<file path="src/hdl/acia_config.svh">
/* acia configuration macros
   bit-clock prescale, register widths and CRU bit addresses */
`ifndef ACIA_CONFIG_SVH
`define ACIA_CONFIG_SVH

// ==============================
// timing and widths
// ==============================
`define ACIA_PRESCALE     25  // system clocks per bit tick
`define ACIA_RATE_W       11  // div8 on top, count below
`define ACIA_HB_W         13  // half-bit counter with 3 fraction bits

// ==============================
// CRU write addresses
// ==============================
`define ACIA_A_RESET      31  // software reset
`define ACIA_A_XIENB      19
`define ACIA_A_RIENB      18  // also clears the receiver
`define ACIA_A_RTSON      16
`define ACIA_A_LDCTL      14
`define ACIA_A_LRDR       12
`define ACIA_A_LXDR       11
`define ACIA_A_LAST_DATA  10  // last rate register bit

// ==============================
// CRU read addresses
// ==============================
`define ACIA_A_INT        31
`define ACIA_A_FLAG       30
`define ACIA_A_NCTS       28
`define ACIA_A_NRTS       26
`define ACIA_A_XSRE       23
`define ACIA_A_XBRE       22
`define ACIA_A_RBRL       21
`define ACIA_A_XINT       17
`define ACIA_A_RINT       16
`define ACIA_A_RIN        15
`define ACIA_A_RSBD       14
`define ACIA_A_RFBD       13
`define ACIA_A_RFER       12
`define ACIA_A_ROVER      11
`define ACIA_A_RPER       10
`define ACIA_A_RERR       9

`endif
</file>
<file path="src/hdl/acia_pkg.sv">
/* acia shared types
   line format, data-rate and status words passed between the blocks */
`include "acia_config.svh"

package acia_pkg;

  // line format from the control register
  typedef struct packed {
    logic [1:0] rcl;   // char length minus 5
    logic       penb;  // parity enable
    logic       podd;  // odd parity
    logic [1:0] sbs;   // stop bit select
  } line_cfg_t;

  // one data-rate register, bit 10 on top
  typedef struct packed {
    logic                    div8;
    logic [`ACIA_RATE_W-2:0] count;  // half-bit time in bit ticks
  } rate_t;

  // transmitter status
  typedef struct packed {
    logic xbre;  // buffer empty
    logic xsre;  // shift register empty
  } xmt_stat_t;

  // receiver status and buffer
  typedef struct packed {
    logic       rbrl;   // buffer loaded
    logic       rsbd;   // start bit seen
    logic       rfbd;   // first data bit seen
    logic       rfer;   // framing error
    logic       rover;  // overrun
    logic       rper;   // parity error
    logic [7:0] rbr;    // right-justified character
  } rcv_stat_t;

endpackage

</file>
<file path="src/hdl/acia_top.sv">
/* acia top level
   bit-clock prescaler, receive input sync and the three blocks */
`timescale 1ns/1ps
`include "acia_config.svh"

module acia_top (
  input  logic       CLK,
  input  logic       sig_reset,
  input  logic       ce_n,
  input  logic       cruclk,
  input  logic       cruout,
  input  logic [4:0] s,
  output logic       cruin,
  output logic       xout,
  output logic       nrts,
  input  logic       rin,
  input  logic       ncts,
  output logic       nint
);

  localparam int PRE_W = $clog2(`ACIA_PRESCALE);

  logic [PRE_W-1:0]     pre_cnt;
  logic                 bit_tick;
  logic                 rin_s;      // synchronized rin
  acia_pkg::line_cfg_t  cfg;
  acia_pkg::rate_t      xdr;
  acia_pkg::rate_t      rdr;
  logic [7:0]           xbr;
  logic                 xbr_load;
  logic                 rtson;
  logic                 clear;
  logic                 rcv_clear;
  acia_pkg::xmt_stat_t  xstat;
  acia_pkg::rcv_stat_t  rstat;

  // ==============================
  // bit clock and input sync
  // ==============================
  always_ff @(posedge CLK)
  begin
    if (sig_reset || pre_cnt == '0)
      pre_cnt <= PRE_W'(`ACIA_PRESCALE - 1);
    else
      pre_cnt <= pre_cnt - 1'b1;
  end

  assign bit_tick = (pre_cnt == '0);  // one cycle per period

  always_ff @(posedge CLK)
  begin
    rin_s <= rin;
  end

  // ==============================
  // blocks
  // ==============================
  cru_regs u_regs (
    .CLK       (CLK),
    .sig_reset (sig_reset),
    .ce_n      (ce_n),
    .cruclk    (cruclk),
    .cruout    (cruout),
    .s         (s),
    .xstat     (xstat),
    .rstat     (rstat),
    .nrts      (nrts),
    .ncts      (ncts),
    .rin_raw   (rin),
    .cfg       (cfg),
    .xdr       (xdr),
    .rdr       (rdr),
    .xbr       (xbr),
    .xbr_load  (xbr_load),
    .rtson     (rtson),
    .clear     (clear),
    .rcv_clear (rcv_clear),
    .cruin     (cruin),
    .nint      (nint)
  );

  serial_xmt u_xmt (
    .CLK      (CLK),
    .bit_tick (bit_tick),
    .clear    (clear),
    .cfg      (cfg),
    .xdr      (xdr),
    .xbr      (xbr),
    .xbr_load (xbr_load),
    .rtson    (rtson),
    .ncts     (ncts),
    .xout     (xout),
    .nrts     (nrts),
    .xstat    (xstat)
  );

  serial_rcv u_rcv (
    .CLK       (CLK),
    .bit_tick  (bit_tick),
    .rcv_clear (rcv_clear),
    .cfg       (cfg),
    .rdr       (rdr),
    .rin       (rin_s),
    .rstat     (rstat)
  );

endmodule

</file>
<file path="src/hdl/serial_rcv.sv">
/* serial receiver
   start detect, mid-bit sampling, buffer load and error flags */
`timescale 1ns/1ps
`include "acia_config.svh"

module serial_rcv (
  input  logic                CLK,
  input  logic                bit_tick,
  input  logic                rcv_clear,
  input  acia_pkg::line_cfg_t cfg,
  input  acia_pkg::rate_t     rdr,
  input  logic                rin,
  output acia_pkg::rcv_stat_t rstat
);

  typedef enum logic [2:0] {
    R_IDLE, R_ARMED, R_START, R_BITS, R_PARITY, R_STOP
  } rstate_t;

  rstate_t               state;
  logic [`ACIA_HB_W-1:0] hb_cnt;
  logic                  hb_zero, hb_restart;
  logic [4:0]            half;
  logic [4:0]            data_halves;
  logic [7:0]            rsr, rbr;
  logic                  par;
  logic                  rbrl, rsbd, rfbd, rfer, rover, rper;
  logic                  sample, rbr_load;

  assign data_halves = 5'd10 + {2'b00, cfg.rcl, 1'b0};

  // ==============================
  // half-bit counter
  // ==============================
  assign hb_restart = (state == R_ARMED) && !rin;  // falling edge of start bit
  assign hb_zero    = (hb_cnt == '0);

  always_ff @(posedge CLK)
  begin
    if (rcv_clear || hb_restart || hb_zero)
      hb_cnt <= {rdr.count, 3'b000};
    else if (bit_tick)
      hb_cnt <= hb_cnt - (rdr.div8 ? `ACIA_HB_W'(1) : `ACIA_HB_W'(8));
  end

  // ==============================
  // frame FSM
  // ==============================
  assign sample   = (state == R_BITS) && hb_zero && half[0];  // bit mid-point
  assign rbr_load = (state == R_STOP) && hb_zero && (half == 5'd1);

  always_ff @(posedge CLK)
  begin
    if (rcv_clear)
    begin
      state <= R_IDLE;
      half  <= '0;
      par   <= 1'b0;
      rbrl  <= 1'b0;
      rsbd  <= 1'b0;
      rfbd  <= 1'b0;
      rfer  <= 1'b0;
      rover <= 1'b0;
      rper  <= 1'b0;
    end
    else
    begin
      if (hb_zero && state != R_IDLE && state != R_ARMED)
        half <= half - 1'b1;
      case (state)
        R_IDLE:
        begin
          rsbd <= 1'b0;
          rfbd <= 1'b0;
          if (rin)
            state <= R_ARMED;  // line must be marking first
        end
        R_ARMED:
          if (!rin)
          begin
            half  <= 5'd1;
            state <= R_START;
          end
        R_START:
          if (hb_zero && half == 5'd1)
          begin
            if (rin)
              state <= R_IDLE;  // glitch, not a start bit
            else
            begin
              par   <= 1'b0;
              rsbd  <= 1'b1;
              half  <= data_halves;
              state <= R_BITS;
            end
          end
        R_BITS:
        begin
          if (sample)
          begin
            par  <= par ^ rin;
            rfbd <= 1'b1;
          end
          if (hb_zero && half == 5'd1)
          begin
            half  <= 5'd2;
            state <= cfg.penb ? R_PARITY : R_STOP;
          end
        end
        R_PARITY:
          if (hb_zero && half == 5'd1)
          begin
            par   <= par ^ rin;
            half  <= 5'd2;
            state <= R_STOP;
          end
        R_STOP:
          if (rbr_load)
          begin
            rover <= rbrl;  // previous char never read
            rper  <= cfg.penb & (par ^ cfg.podd);
            rfer  <= !rin;
            rbrl  <= 1'b1;
            state <= R_IDLE;
          end
        default: state <= R_IDLE;
      endcase
    end
  end

  // shift and buffer
  always_ff @(posedge CLK)
  begin
    if (sample)
      rsr <= {rin, rsr[7:1]};
    if (rbr_load)
    begin
      case (cfg.rcl)
        2'd3:    rbr <= rsr;
        2'd2:    rbr <= {1'b0, rsr[7:1]};
        2'd1:    rbr <= {2'b00, rsr[7:2]};
        default: rbr <= {3'b000, rsr[7:3]};  // 5-bit chars
      endcase
    end
  end

  assign rstat = '{rbrl: rbrl, rsbd: rsbd, rfbd: rfbd, rfer: rfer,
                   rover: rover, rper: rper, rbr: rbr};

endmodule

</file>
<file path="src/hdl/serial_xmt.sv">
/* serial transmitter
   half-bit timing, shift register and frame FSM with RTS/CTS gating */
`timescale 1ns/1ps
`include "acia_config.svh"

module serial_xmt (
  input  logic                CLK,
  input  logic                bit_tick,
  input  logic                clear,
  input  acia_pkg::line_cfg_t cfg,
  input  acia_pkg::rate_t     xdr,
  input  logic [7:0]          xbr,
  input  logic                xbr_load,
  input  logic                rtson,
  input  logic                ncts,
  output logic                xout,
  output logic                nrts,
  output acia_pkg::xmt_stat_t xstat
);

  typedef enum logic [2:0] {X_IDLE, X_START, X_BITS, X_PARITY, X_STOP} xstate_t;

  xstate_t               state;
  logic [`ACIA_HB_W-1:0] hb_cnt;
  logic                  hb_zero, hb_restart;
  logic [4:0]            half;       // half-bits left in this phase
  logic [4:0]            data_halves, stop_halves;
  logic [7:0]            xsr;
  logic                  par, xout_q, rts_q, xbre, xsre;
  logic                  start_ok, xsr_load, xsr_shift;

  assign data_halves = 5'd10 + {2'b00, cfg.rcl, 1'b0};

  always_comb
  begin
    case (cfg.sbs)
      2'b00:   stop_halves = 5'd3;  // 1.5 stop bits
      2'b01:   stop_halves = 5'd4;
      default: stop_halves = 5'd2;
    endcase
  end

  // ==============================
  // half-bit counter
  // ==============================
  assign start_ok   = rtson && !ncts && !xbre;
  assign hb_restart = (state == X_IDLE) && start_ok;
  assign hb_zero    = (hb_cnt == '0);

  always_ff @(posedge CLK)
  begin
    if (clear || hb_restart || hb_zero)
      hb_cnt <= {xdr.count, 3'b000};
    else if (bit_tick)
      hb_cnt <= hb_cnt - (xdr.div8 ? `ACIA_HB_W'(1) : `ACIA_HB_W'(8));
  end

  // ==============================
  // frame FSM
  // ==============================
  assign xsr_load  = (state == X_START) && hb_zero && (half == 5'd1);
  assign xsr_shift = (state == X_BITS) && hb_zero && half[0];  // end of each bit

  always_ff @(posedge CLK)
  begin
    if (clear)
    begin
      state  <= X_IDLE;
      half   <= '0;
      par    <= 1'b0;
      xout_q <= 1'b1;
      rts_q  <= 1'b0;
      xbre   <= 1'b1;
      xsre   <= 1'b1;
    end
    else
    begin
      if (hb_zero && state != X_IDLE)
        half <= half - 1'b1;
      case (state)
        X_IDLE:
        begin
          rts_q <= rtson;  // RTS only changes between frames
          if (start_ok)
          begin
            state  <= X_START;
            xout_q <= 1'b0;
            half   <= 5'd2;
          end
        end
        X_START:
          if (xsr_load)
          begin
            xbre  <= 1'b1;
            xsre  <= 1'b0;
            par   <= 1'b0;
            half  <= data_halves;
            state <= X_BITS;
          end
        X_BITS:
          if (hb_zero)
          begin
            if (half[0])
              par <= par ^ xsr[0];
            if (half == 5'd1 && cfg.penb)
            begin
              xout_q <= par ^ xsr[0] ^ cfg.podd;
              half   <= 5'd2;
              state  <= X_PARITY;
            end
            else if (half == 5'd1)
            begin
              xout_q <= 1'b1;
              half   <= stop_halves;
              state  <= X_STOP;
            end
          end
        X_PARITY:
          if (hb_zero && half == 5'd1)
          begin
            xout_q <= 1'b1;
            half   <= stop_halves;
            state  <= X_STOP;
          end
        X_STOP:
          if (hb_zero && half == 5'd1)
          begin
            xsre  <= 1'b1;
            state <= X_IDLE;
          end
        default: state <= X_IDLE;
      endcase
      if (xbr_load)
        xbre <= 1'b0;  // new character wins over the start-bit release
    end
  end

  always_ff @(posedge CLK)
  begin
    if (xsr_load)
      xsr <= xbr;
    else if (xsr_shift)
      xsr <= {1'b0, xsr[7:1]};  // LSB first
  end

  assign xout  = (state == X_BITS) ? xsr[0] : xout_q;
  assign nrts  = !rts_q;
  assign xstat = '{xbre: xbre, xsre: xsre};

endmodule

</file>
<file path="src/hdl/cru_regs.sv">
/* CRU register block
   write decode, load-flag sequence, config and buffer registers,
   interrupts and the CRU read mux */
`timescale 1ns/1ps
`include "acia_config.svh"

module cru_regs (
  input  logic                CLK,
  input  logic                sig_reset,
  input  logic                ce_n,
  input  logic                cruclk,
  input  logic                cruout,
  input  logic [4:0]          s,
  input  acia_pkg::xmt_stat_t xstat,
  input  acia_pkg::rcv_stat_t rstat,
  input  logic                nrts,
  input  logic                ncts,
  input  logic                rin_raw,
  output acia_pkg::line_cfg_t cfg,
  output acia_pkg::rate_t     xdr,
  output acia_pkg::rate_t     rdr,
  output logic [7:0]          xbr,
  output logic                xbr_load,
  output logic                rtson,
  output logic                clear,
  output logic                rcv_clear,
  output logic                cruin,
  output logic                nint
);

  logic wr, wr_q, cru_fall;
  logic ldctl, lrdr, lxdr;
  logic rienb, xienb;
  logic ctl_wr, rate_wr, buf_wr;
  logic rint, xint, intr, flag, rcverr;
  logic rd_bit;

  // ==============================
  // write decode
  // ==============================
  assign wr       = !ce_n && cruclk;
  assign cru_fall = wr_q && !cruclk;  // strobe just ended

  assign ctl_wr  = wr && ldctl && (s < 5'd8);
  assign rate_wr = wr && !ldctl && (lrdr || lxdr) && (s <= 5'd10);
  assign buf_wr  = wr && !ldctl && !lrdr && !lxdr && (s < 5'd8);

  assign clear     = sig_reset || (wr && s == `ACIA_A_RESET);
  assign rcv_clear = clear || (wr && s == `ACIA_A_RIENB);

  always_ff @(posedge CLK)
  begin
    if (clear)
    begin
      ldctl    <= 1'b1;  // restart load sequence
      lrdr     <= 1'b1;
      lxdr     <= 1'b1;
      rtson    <= 1'b0;
      rienb    <= 1'b0;
      xienb    <= 1'b0;
      cfg      <= '0;
      rdr      <= '0;
      xdr      <= '0;
      xbr_load <= 1'b0;
      wr_q     <= 1'b0;
    end
    else
    begin
      wr_q     <= wr;
      xbr_load <= buf_wr && (s == 5'd7);  // lines up with xbr contents
      if (ctl_wr)
      begin
        case (s)
          5'd0: cfg.rcl[0] <= cruout;
          5'd1: cfg.rcl[1] <= cruout;
          5'd4: cfg.podd   <= cruout;
          5'd5: cfg.penb   <= cruout;
          5'd6: cfg.sbs[0] <= cruout;
          5'd7: cfg.sbs[1] <= cruout;
          default: ;         // clock select bits not kept
        endcase
      end
      // both rates take the bits while both flags are up
      if (rate_wr && lrdr)
        rdr[s[3:0]] <= cruout;
      if (rate_wr && lxdr)
        xdr[s[3:0]] <= cruout;
      if (wr)
      begin
        case (s)
          `ACIA_A_LXDR:  lxdr  <= cruout;
          `ACIA_A_LRDR:  lrdr  <= cruout;
          `ACIA_A_LDCTL: ldctl <= cruout;
          `ACIA_A_RTSON: rtson <= cruout;
          `ACIA_A_RIENB: rienb <= cruout;
          `ACIA_A_XIENB: xienb <= cruout;
          default: ;
        endcase
      end
      // step the load flags at the end of each register
      if (cru_fall && ldctl && s == 5'd7)
        ldctl <= 1'b0;
      else if (cru_fall && !ldctl && s == `ACIA_A_LAST_DATA)
      begin
        if (lrdr)
          lrdr <= 1'b0;
        else
          lxdr <= 1'b0;
      end
    end
  end

  // transmit buffer
  always_ff @(posedge CLK)
  begin
    if (buf_wr)
      xbr[s[2:0]] <= cruout;
  end

  // ==============================
  // interrupts and read mux
  // ==============================
  assign rint   = rstat.rbrl & rienb;
  assign xint   = xstat.xbre & xienb;
  assign intr   = rint | xint;
  assign nint   = !intr;
  assign flag   = ldctl | lrdr | lxdr;
  assign rcverr = rstat.rfer | rstat.rover | rstat.rper;

  always_comb
  begin
    case (s)
      `ACIA_A_INT:   rd_bit = intr;
      `ACIA_A_FLAG:  rd_bit = flag;
      `ACIA_A_NCTS:  rd_bit = !ncts;
      `ACIA_A_NRTS:  rd_bit = !nrts;
      `ACIA_A_XSRE:  rd_bit = xstat.xsre;
      `ACIA_A_XBRE:  rd_bit = xstat.xbre;
      `ACIA_A_RBRL:  rd_bit = rstat.rbrl;
      `ACIA_A_XINT:  rd_bit = xint;
      `ACIA_A_RINT:  rd_bit = rint;
      `ACIA_A_RIN:   rd_bit = rin_raw;
      `ACIA_A_RSBD:  rd_bit = rstat.rsbd;
      `ACIA_A_RFBD:  rd_bit = rstat.rfbd;
      `ACIA_A_RFER:  rd_bit = rstat.rfer;
      `ACIA_A_ROVER: rd_bit = rstat.rover;
      `ACIA_A_RPER:  rd_bit = rstat.rper;
      `ACIA_A_RERR:  rd_bit = rcverr;
      default:       rd_bit = (s < 5'd8) ? rstat.rbr[s[2:0]] : 1'b0;  // buffer or unused
    endcase
  end

  assign cruin = ce_n ? 1'b0 : rd_bit;

endmodule

</file>
<file path="config.mk">
export PLATFORM = sky130hd
export DESIGN_NAME = acia_top
export DESIGN_NICKNAME = d
export VERILOG_FILES = /design/src/hdl/acia_pkg.sv /design/src/hdl/acia_top.sv /design/src/hdl/serial_rcv.sv /design/src/hdl/serial_xmt.sv /design/src/hdl/cru_regs.sv
export VERILOG_INCLUDE_DIRS = /design/src /design/src/hdl
export SDC_FILE = /design/constraint.sdc
export NUM_CORES = 1
export LEC_CHECK = 0
export BUFFER_PORTS_ARGS = -buffer_cell sky130_fd_sc_hd__clkbuf_2
export CAP_MARGIN = 20
export CORE_MARGIN = 5
export CORE_UTILIZATION = 35
export CTS_BUF_LIST = sky130_fd_sc_hd__clkbuf_8
export CTS_CLUSTER_SIZE = 16
export DETAILED_ROUTE_END_ITERATION = 10
export SYNTH_ARGS = -nofsm -noshare
export SYNTH_HDL_FRONTEND = slang
export SYNTH_SLANG_ARGS = --single-unit
</file>
<file path="constraint.sdc">
create_clock -name CLK -period 6.5 [get_ports CLK]
set_input_delay 1.3 -clock CLK [delete_from_list [all_inputs] [get_ports CLK]]
set_output_delay 1.3 -clock CLK [all_outputs]
set_load 0.05 [all_outputs]
</file>
After elaboration in Yosys (flattened, before gate mapping)
Cells that the tools add are included.
{ "totals": {"ff_bits": 128, "elab_cells": 313} }
{ "classes": {"add_sub_neg": 6, "n_lt_le_gt_ge": 6, "n_eq_ne": 54, "muxes": 91, "n_bitwise": 12, "n_reduce_logical": 100} }
{ "ops": {"columns": ["operator", "count"], "rows": [
  ["$mux 5", 12],
  ["$eq 5x5->1 const B", 11],
  ["$mux 13", 4],
  ["$logic_and 1x1->1", 39],
  ["$mux 3", 13],
  ["$mux 1", 38],
  ["$eq 5x4->1 const B", 7],
  ["$logic_not 13->1", 2],
  ["$reduce_and 2->1", 13],
  ["$sub 13x13->13", 2],
  ["$pmux 8 s3", 1],
  ["$bwmux 11", 2],
  ["$reduce_bool 2->1", 11],
  ["$eq 5x3->1 const B", 4],
  ["$ne 2x1->1 const B", 10],
  ["$pmux 5 s4", 1],
  ["$pmux 3 s6", 1],
  ["$mux 8", 2],
  ["$pmux 1 s16", 1],
  ["$eq 5x1->1 const B", 3],
  ["$pmux 3 s5", 1],
  ["$pmux 5 s3", 1],
  ["$sub 5x1->5 const B", 3],
  ["$eq 3x2->1 const B", 4],
  ["other kinds (37)", 83]
]} }

Depth between registers and ports, before layout
Gate-level depths: netlist of the first run.
{ "logic_depth": {"word_depth": 8, "mapped_depth": 8} }

Hierarchy
Synthesis of the first run repeated with hierarchy kept, for this count alone.
{ "hier_totals": {"cells_unflattened": 766, "area_unflattened_um2": 7248.2} }
{ "by_module_without_submodules": {"columns": ["mod", "instances", "cells_each", "area_per_inst_um2", "seq_area_each_um2"], "rows": [
  ["serial_rcv", 1, 251, 2507.4, 1141.1],
  ["cru_regs", 1, 278, 2464.9, 960.9],
  ["serial_xmt", 1, 213, 2034.5, 860.8],
  ["acia_top", 1, 24, 241.5, 120.1]
]} }

Least setup slack after synthesis of the first run
OpenSTA, ideal clock, no wires.
{ "synth_timing": {"path_type": "input to output", "startpoint": "input port s[0]", "endpoint": "output port cruin", "t_arrival_ns": 3.184, "required_ns": 5.200, "path_slack_ns": 2.016, "path_stages": 7, "path_cell_list": "buf_2 -> clkbuf_1 -> nor2b_1 -> o21ai_0 -> a21oi_1 -> a41oi_1 -> a41oi_1"} }
{ "synth_via": {"elab_chain_len": 5} }
{ "synth_lines": {"columns": ["item", "line", "text"], "rows": [
  ["start, declared", "acia_top.sv:12", "input logic [4:0] s,"],
  ["$bmux 1 s3", "cru_regs.sv:149", "default: rd_bit = (s < 5'd8) ? rstat.rbr[s[2:0]] : 1'b0;"],
  ["$mux 1 (implied by the code)", "cru_regs.sv:149", null],
  ["$mux 1", "cru_regs.sv:149", null],
  ["$pmux 1 s16 (*)", "cru_regs.sv:132", "case (s)"],
  ["$mux 1 (*)", "cru_regs.sv:153", "assign cruin = ce_n ? 1'b0 : rd_bit;"],
  ["end, declared", "acia_top.sv:13", "output logic cruin,"]
]} }
Every way passes the cells marked *; elsewhere a longest branch is shown, timed or not. The select of a mux whose other input is x is not followed.

Worst setup path in the final report of the first run
{ "layout_timing": {"startpoint": "input port s[2]", "endpoint": "output port cruin"} }
Same word-level chain as after synthesis.

==> results of run 1 <==
[worst max-delay path, cell delays in order]
cell	delay, ns
clkbuf_2	0.30
nor2b_1	0.69
a22oi_1	0.22
a211oi_1	0.29
o22ai_1	0.12
a41oi_1	0.30
clkbuf_2	0.34
[per-stage QoR]
stage	power, W	util (%)
finish	0.00175	39.2
global route	0.00182	39.2
CTS	0.00177	39.1
detailed placement	0.00101	36.9
global placement	0.00101	36.9
floorplan	0.000980	-
[worst paths after layout]
| check | from | to | slack (ns) | cells after the start |
|---|---|---|---|---|
| worst min register to register | u_regs.xbr_load | u_xmt.xbre | 0.41 | 1 |
| worst min-delay path | u_regs.xbr_load | u_xmt.xbre | 0.41 | 1 |
| worst max-delay path | s[2] | cruin | 1.64 | 7 |
| worst max register to register | u_xmt.state[2] | u_xmt.hb_cnt[7] | 3.97 | 4 |
[cell families (layout without fill, tap and decap cells)]
logic type / Yosys count / after routing / share of synthesized area, %
and+or+nand+nor: 307 / 307 / 23.2
muxes: 41 / 41 / 6.42
AOI/OAI and AO/OA: 142 / 142 / 15.0
buffers and inverters: 80 / 85 / 4.58
adders and majority gates: 15 / 15 / 2.70
xor gates and xnor gates: 30 / 30 / 3.77
DFF: 128 / 128 / 44.3
[layout make-up]
class                           instances  area [sq um]
Inverter                               31           116
Sequential cell                       128          3080
Fill cell                            1982         11900
Tap cell                              265           332
Clock buffer                           17           234
Clock inverter                         15           201
Timing Repair Buffer                   22           123
Multi-Input combinational cell        535          3560
[cell usage in the layout (no fill, tap or decap), types with 20 or more instances in the layout]
cell and n:
a21oi_1 28, dfxtp_1 76, edfxtp_1 52, inv_1 34, mux2i_1 30, nand2_1 76
nand3_1 49, nor2_1 69, nor3_1 21, o21ai_0 24, xnor2_1 20
[power by group]
group	leakage (nW)	internal [W]	switching, W	total, W
registers	1.11	0.000848	0.0000177	0.000866
logic	1.30	0.0000431	0.0000850	0.000128
clock network	0.230	0.000448	0.000310	0.000758
total	2.64	0.00134	0.000413	0.00175
[flip-flops by register name, summed over array words and instances (netlist names), 3 cells and up]
name,count
u_regs.xdr,11
u_rcv.half,5
u_regs.rdr,11
u_rcv.hb_cnt,13
u_rcv.rsr,8
pre_cnt,5
u_xmt.xsr,8
u_regs.xbr,8
u_xmt.half,5
u_xmt.state,3
u_regs.cfg,6
u_rcv.rbr,8
u_xmt.hb_cnt,13
u_rcv.state,3
[per-layer routing]
metal	vias up	global-route usage [%]	routed length, microns
li1	2709	-	-
met3	27	2.84	515
met4	0	6.48	442
met2	103	22.6	7390
met5	-	0	0
met1	2528	19.9	7750
==> impl_metrics.ini, run 1 <==
[run_status]
status = completed

[cts]
cts_resized = 0
h-tree-depth = 4
clock_latency_ns = 0.45
cts_buffer_depth = 2
cts_setup_buffers = 0
cts-buffers-inserted = 17
clockRootBuffer = clkbuf_8
cts_tree = built
clk_pin_slew_worst_paths_ns = 0.07
hold_buffers = 0
cts.sinks = 128

[logic_synthesis]
syn_avg_cell_area_sq_um = 9.37
yosysTopAreaCellShare_pct = 22.4
syn-num-nets = 770
ys_ff_latch = 128
ys_top_cells_by_count = dfxtp_1, nand2_1, nor2_1, edfxtp_1, nand3_1
synth_edf_count = 52
ys_seq_area_share_pct = 44.3
synth_area_leaders = edfxtp_1, dfxtp_1, mux2i_1
async_flop_share_pct = 0
ys_warn_count = 0
synthCells = 743
ys_types = 75
synth_top_area_cell = edfxtp_1
synth_area_sq_um = 6960
yosys_most_used_dff = dfxtp_1

[route]
drc_errors = 0
wl_microns = 16100
via_per_inst = 5.30
vias = 5367
ant_nets = 0
wl_per_cell_microns = 15.9
drt_iter0_markers = 379
dr.pass1.iters = 5

[layout]
design_area_sq_um = 7650
final_cells = 1013
drive_gt1_share_pct = 11.2
fin_nets = 762
syn2layout_area_growth_pct = 9.87
antennaDiodeCount = 0

[floorplanning]
start_util_pct = 35.7
die_w_microns = 151
num_rows = 51
io_pins = 16
core-area_sq_um = 19500
die_h_microns = 151
die_area_sq_um = 22800

[place]
dp.cells = 980
dpl_cell_area_sq_um = 7210
portBuffers = 15
dp_worst_setup_slack_ns = 1.72
gp_congestion = 0.869
detailed_place_hpwl_microns = 11400

[critical_path]
worst_ep_required_time_ns = 5.20
crit_fanout = 17
critPathLaunchType = input pin
path_class = in2out
end_kind = primary output
crit_arrival_ns = 3.56

[pwr]
vdd_drop_max_mv = 0.105
power.leakage_nw = 2.64
power_per_cell_area_nw_per_um2 = 229

[timing]
tightest_slew_ns = 0.922
worst_slack_ns = 1.64
rsz0062_at_grt = false
timing.hold.ws_ns = 0.411
setup_viol = 0
tns_ns = 0
period_minus_slack_ns = 4.86
fin_crit_sh_pct = 74.8
max_freq_mhz = 206
clock_skew_ns = 0.0114
slew_violations = 0
hold_viol = 0
relSlewSlack_pct = 38.1

[global_routing]
grt_pass1_vias = 5028
grt.total_usage_pct = 14.6
overflow = 0
grt_pass1_wl_microns = 26500
grt_max_degree = 43
antenna_found_initial = 0

[flow_run]
cap_violations = 0

[hold_path]
holdCritPathClass = reg2reg
No activity file was read; power rests on OpenSTA's default activity.
==> inputs of run 2 (changes only) <==
Clock period 6.5 ns to 5.1 ns, I/O delays scaled along.
==> impl_metrics.ini, run 2 (same netlist as run 1, synthesis figures left out) <==
[timing]
fin_crit_sh_pct = 77.7
slew_violations = 0
clock_skew_ns = 0.0123
worst_slack_ns = 1.14
tns_ns = 0
max_freq_mhz = 252
setup_viol = 0
hold_viol = 0
rsz0062_at_grt = false
period_minus_slack_ns = 3.96
relSlewSlack_pct = 28.1
tightest_slew_ns = 1.06

[cts]
cts.sinks = 128
clk_pin_slew_worst_paths_ns = 0.07
cts_buffer_depth = 2
cts_tree = built
clock_latency_ns = 0.44
cts_resized = 0
hold_buffers = 0
cts_setup_buffers = 0
h-tree-depth = 4
cts-buffers-inserted = 17
clockRootBuffer = clkbuf_8

[critical_path]
critPathLaunchType = input pin
crit_chain = clkbuf_2, nand2b_1, nor3_1, a41oi_1, a41oi_1, clkbuf_2
crit_family = simple AND/OR/NAND/NOR gates
r2r-end = u_xmt.hb_cnt[10]
end_kind = primary output
rrSetupSlack_ns = 2.54
r2r-start = u_xmt.state[2]
crit_arrival_ns = 2.94
worst-path-buf-inv = 2
ff2ff_path_depth = 5
critical_path.max_stage_delay_ns = 0.59
crit_fanout = 22
worst_ep_required_time_ns = 4.08
path_class = in2out
slowest_stage = nor3_1

[layout]
top_regs = u_rcv.hb_cnt (13), u_xmt.hb_cnt (13)
drive_gt1_share_pct = 11.9
syn2layout_area_growth_pct = 9.72
antennaDiodeCount = 0
fin_nets = 763
mostFrequentLayoutCells = nand2_1, dfxtp_1, nor2_1, edfxtp_1, nand3_1

[floorplanning]
io_pins = 16
die_area_sq_um = 22800
die_w_microns = 151
start_util_pct = 35.7
core-area_sq_um = 19500
die_h_microns = 151
num_rows = 51

[pwr]
swShare_pct = 25.8
power_per_cell_area_nw_per_um2 = 287
share_seq_of_total_power_pct = 50.3
vdd_drop_max_mv = 0.158
p_switching_w = 0.000566
power.leakage_nw = 2.63
internal_power_w = 0.00163
p_comb_share_pct = 7.5
p_clk_share_pct = 42.2

[place]
dp_worst_setup_slack_ns = 1.15
gp_congestion = 0.917
portBuffers = 15
detailed_place_hpwl_microns = 11600

[route]
via_per_inst = 5.33
ant_nets = 0
drt_iter0_markers = 414
wl_per_cell_microns = 16.0
dr.pass1.iters = 7
drc_errors = 0
vias = 5408
wl_microns = 16200

[global_routing]
grt_pass1_wl_microns = 26900
overflow = 0
grt_max_degree = 43
antenna_found_initial = 1
grt.total_usage_pct = 14.9
grt_pass1_vias = 5080

[hold_path]
min_to = u_xmt.xbre
holdCritPathClass = reg2reg
hold_depth = 1
worstHoldStart = u_regs.xbr_load

[run_status]
status = completed

[flow_run]
cap_violations = 0
run 2: power by group through the flow:
stage               sequential, W  combinational, W  clock, W
floorplan                 0.00112          0.000130         0
finish                    0.00110          0.000164  0.000924
detailed placement        0.00113          0.000164         0
global route              0.00111          0.000181  0.000996
global placement          0.00113          0.000162         0
CTS                       0.00110          0.000165  0.000947
run 2: cell type report:
type                    count  area, sq um
multi-input cells         535         3560
well taps                 265          332
inverters                  31          116
fillers                  1974        11900
clock buffers              17          234
flip-flops and latches    128         3080
repair buffers             23          133
clock inverters            15          181
run 2: routing by layer:
metal,vias to the layer above,GRT usage (%),part of all wire (%)
met1,2556,20.1,48
met4,2,5.53,2.3
met3,29,3.68,4.1
li1,2705,-,-
met2,116,23.3,46
met5,-,0,0.080
run 2: how the worst max path moves through the flow:
stage          slack [ns]  startpoint     to  depth (start not counted)
2_1_floorplan        1.18        s[0]  cruin                          7
3_3_place_gp         1.21        s[1]  cruin                          6
3_5_place_dp         1.15        s[1]  cruin                          6
4_1_cts              1.14        s[1]  cruin                          6
5_1_grt              0.93        s[1]  cruin                          6
6_report             1.14        s[1]  cruin                          6
run 2: through the flow:
stage | std cells | hold slack (ns) | area, sq um | power [W] | utilization (%)
6_report | 1014 | 0.433 | 7640 | 0.00219 | 39.1
2_1_floorplan | 743 | 0.399 | 6960 | 0.00125 | -
3_5_place_dp | 982 | 0.413 | 7220 | 0.00129 | 37.0
3_3_place_gp | 981 | 0.405 | 7220 | 0.00129 | 37.0
5_1_grt | 1014 | 0.443 | 7640 | 0.00228 | 39.1
4_1_cts | 1014 | 0.427 | 7640 | 0.00221 | 39.1
run 2: worst register-to-register path, cell delays in order (launching register included):
cell	delay [ns]
dfxtp_1	0.50
nor3_1	0.68
nand2b_1	0.30
nand3_1	0.65
nand2_1	0.17
o21ai_0	0.11
==> inputs of run 3 (changes only) <==
Clock period 5.1 ns to 3.3 ns, I/O delays scaled along.
==> impl_metrics.ini, run 3 (same netlist as run 1, synthesis figures left out) <==
[critical_path]
ff2ff_path_depth = 4
worst_ep_required_time_ns = 2.64
slowest_stage = mux4_2
critPathLaunchType = input pin
critical_path.max_stage_delay_ns = 0.55
crit_arrival_ns = 2.26
end_kind = primary output
worst-path-buf-inv = 2
crit_fanout = 13
path_class = in2out
crit_chain = clkbuf_2, mux4_2, mux2i_1, nor2_1, o22ai_1, a41oi_1, buf_12
crit_family = multiplexers
cp_num_cells = 7

[timing]
period_minus_slack_ns = 2.92
hold_viol = 0
tightest_slew_ns = 0.805
setup_viol = 0
tns_ns = 0
rsz0062_at_grt = false
timing.hold.ws_ns = 0.363
slew_violations = 0
clock_skew_ns = 0.00955
worst_slack_ns = 0.377
fin_crit_sh_pct = 88.6
max_freq_mhz = 342
relSlewSlack_pct = 46.3

[hold_path]
holdCritPathClass = in2reg
hold_depth = 1

[route]
vias = 5345
ant_nets = 0
via_per_inst = 5.17
drt_iter0_markers = 397
dr.pass1.iters = 7
wl_per_cell_microns = 15.3
wl_microns = 15800
drc_errors = 0

[cts]
cts_resized = 0
cts.sinks = 128
cts-buffers-inserted = 17
clockRootBuffer = clkbuf_8
cts_setup_buffers = 0
cts_tree = built
hold_buffers = 0
clk_pin_slew_worst_paths_ns = 0.07
h-tree-depth = 4
cts_buffer_depth = 2
clock_latency_ns = 0.44

[layout]
drive_gt1_share_pct = 13.5
antennaDiodeCount = 0
mostFrequentLayoutCells = nand2_1, dfxtp_1, nor2_1, edfxtp_1, nand3_1
fin_nets = 782
nFillCells = 1951
syn2layout_area_growth_pct = 12.0
final_cells = 1033
top_regs = u_rcv.hb_cnt (13), u_xmt.hb_cnt (13)

[floorplanning]
io_pins = 16
die_h_microns = 151
core-area_sq_um = 19500
die_w_microns = 151
die_area_sq_um = 22800
start_util_pct = 35.7
num_rows = 51

[place]
detailed_place_hpwl_microns = 11600
portBuffers = 15
gp_congestion = 0.918
dp.cells = 1001
dp_worst_setup_slack_ns = 0.395

[pwr]
p_clk_share_pct = 41.7
share_seq_of_total_power_pct = 50.4
power.leakage_nw = 2.73
p_comb_share_pct = 7.9
swShare_pct = 23.9
power_per_cell_area_nw_per_um2 = 434
vdd_drop_max_mv = 0.201
internal_power_w = 0.00258
p_switching_w = 0.000811
power.total_w = 0.00339

[global_routing]
grt_pass1_vias = 5166
grt_pass1_wl_microns = 26600
antenna_found_initial = 0
overflow = 0
grt.total_usage_pct = 14.7
grt_max_degree = 43

[flow_run]
cap_violations = 0

[run_status]
status = completed
-- run 3: changes by cell type in the layout (fill, tap and decap cells not counted), sizes merged --
cell	before	now
clkbuf	32	31
bufinv	3	4
inv	37	33
clkinv	5	8
buf	8	28
-- run 3: cell type report --
type / instances / area [sq um] / area share [%]
inverters: 31 / 116 / 1.49
flip-flops and latches: 128 / 3080 / 39.6
well taps: 265 / 332 / 4.25
multi-input cells: 535 / 3560 / 45.7
clock buffers: 17 / 234 / 3.00
clock inverters: 15 / 176 / 2.26
repair buffers: 42 / 293 / 3.76
-- run 3: path summary, 6_finish.rpt --
check,startpoint,to,slack [ns]
worst max-delay path,s[0],cruin,0.38
worst min-delay path,rin,rin_s,0.36
worst max register to register,u_xmt.hb_cnt[7],u_xmt.xsr[5],0.79
worst min register to register,u_regs.xbr_load,u_xmt.xbre,0.42
-- run 3: power groups by stage --
stage                     combinational [W]  sequential [W]  clock (W)
after detailed placement           0.000269         0.00174          0
after CTS                          0.000270         0.00171    0.00145
after global routing               0.000295         0.00171    0.00152
after global placement             0.000269         0.00174          0
after floorplan                    0.000201         0.00173          0
final                              0.000268         0.00171    0.00141
-- run 3: per-layer routing --
layer	wire (microns)	GRT usage, %	vias to the layer above
met3	706	3.92	11
met2	7300	22.7	99
li1	-	-	2746
met1	7640	20.0	2489
met4	205	4.85	0
met5	0	0	-
-- run 3: through the flow --
| stage | util, % | instance area [sq um] |
|---|---|---|
| global placement | 37.8 | 7380 |
| finish | 39.9 | 7790 |
| global route | 39.9 | 7790 |
| detailed placement | 37.8 | 7380 |
| CTS | 39.9 | 7790 |
| floorplan | - | 6960 |
-- run 3: worst register-to-register path, delay by kind of cell (launching register included) --
kind,cells,cell delay (ns)
flip-flops,1,0.45
multiplexers,1,0.39
AND/OR/NAND/NOR,3,1.41
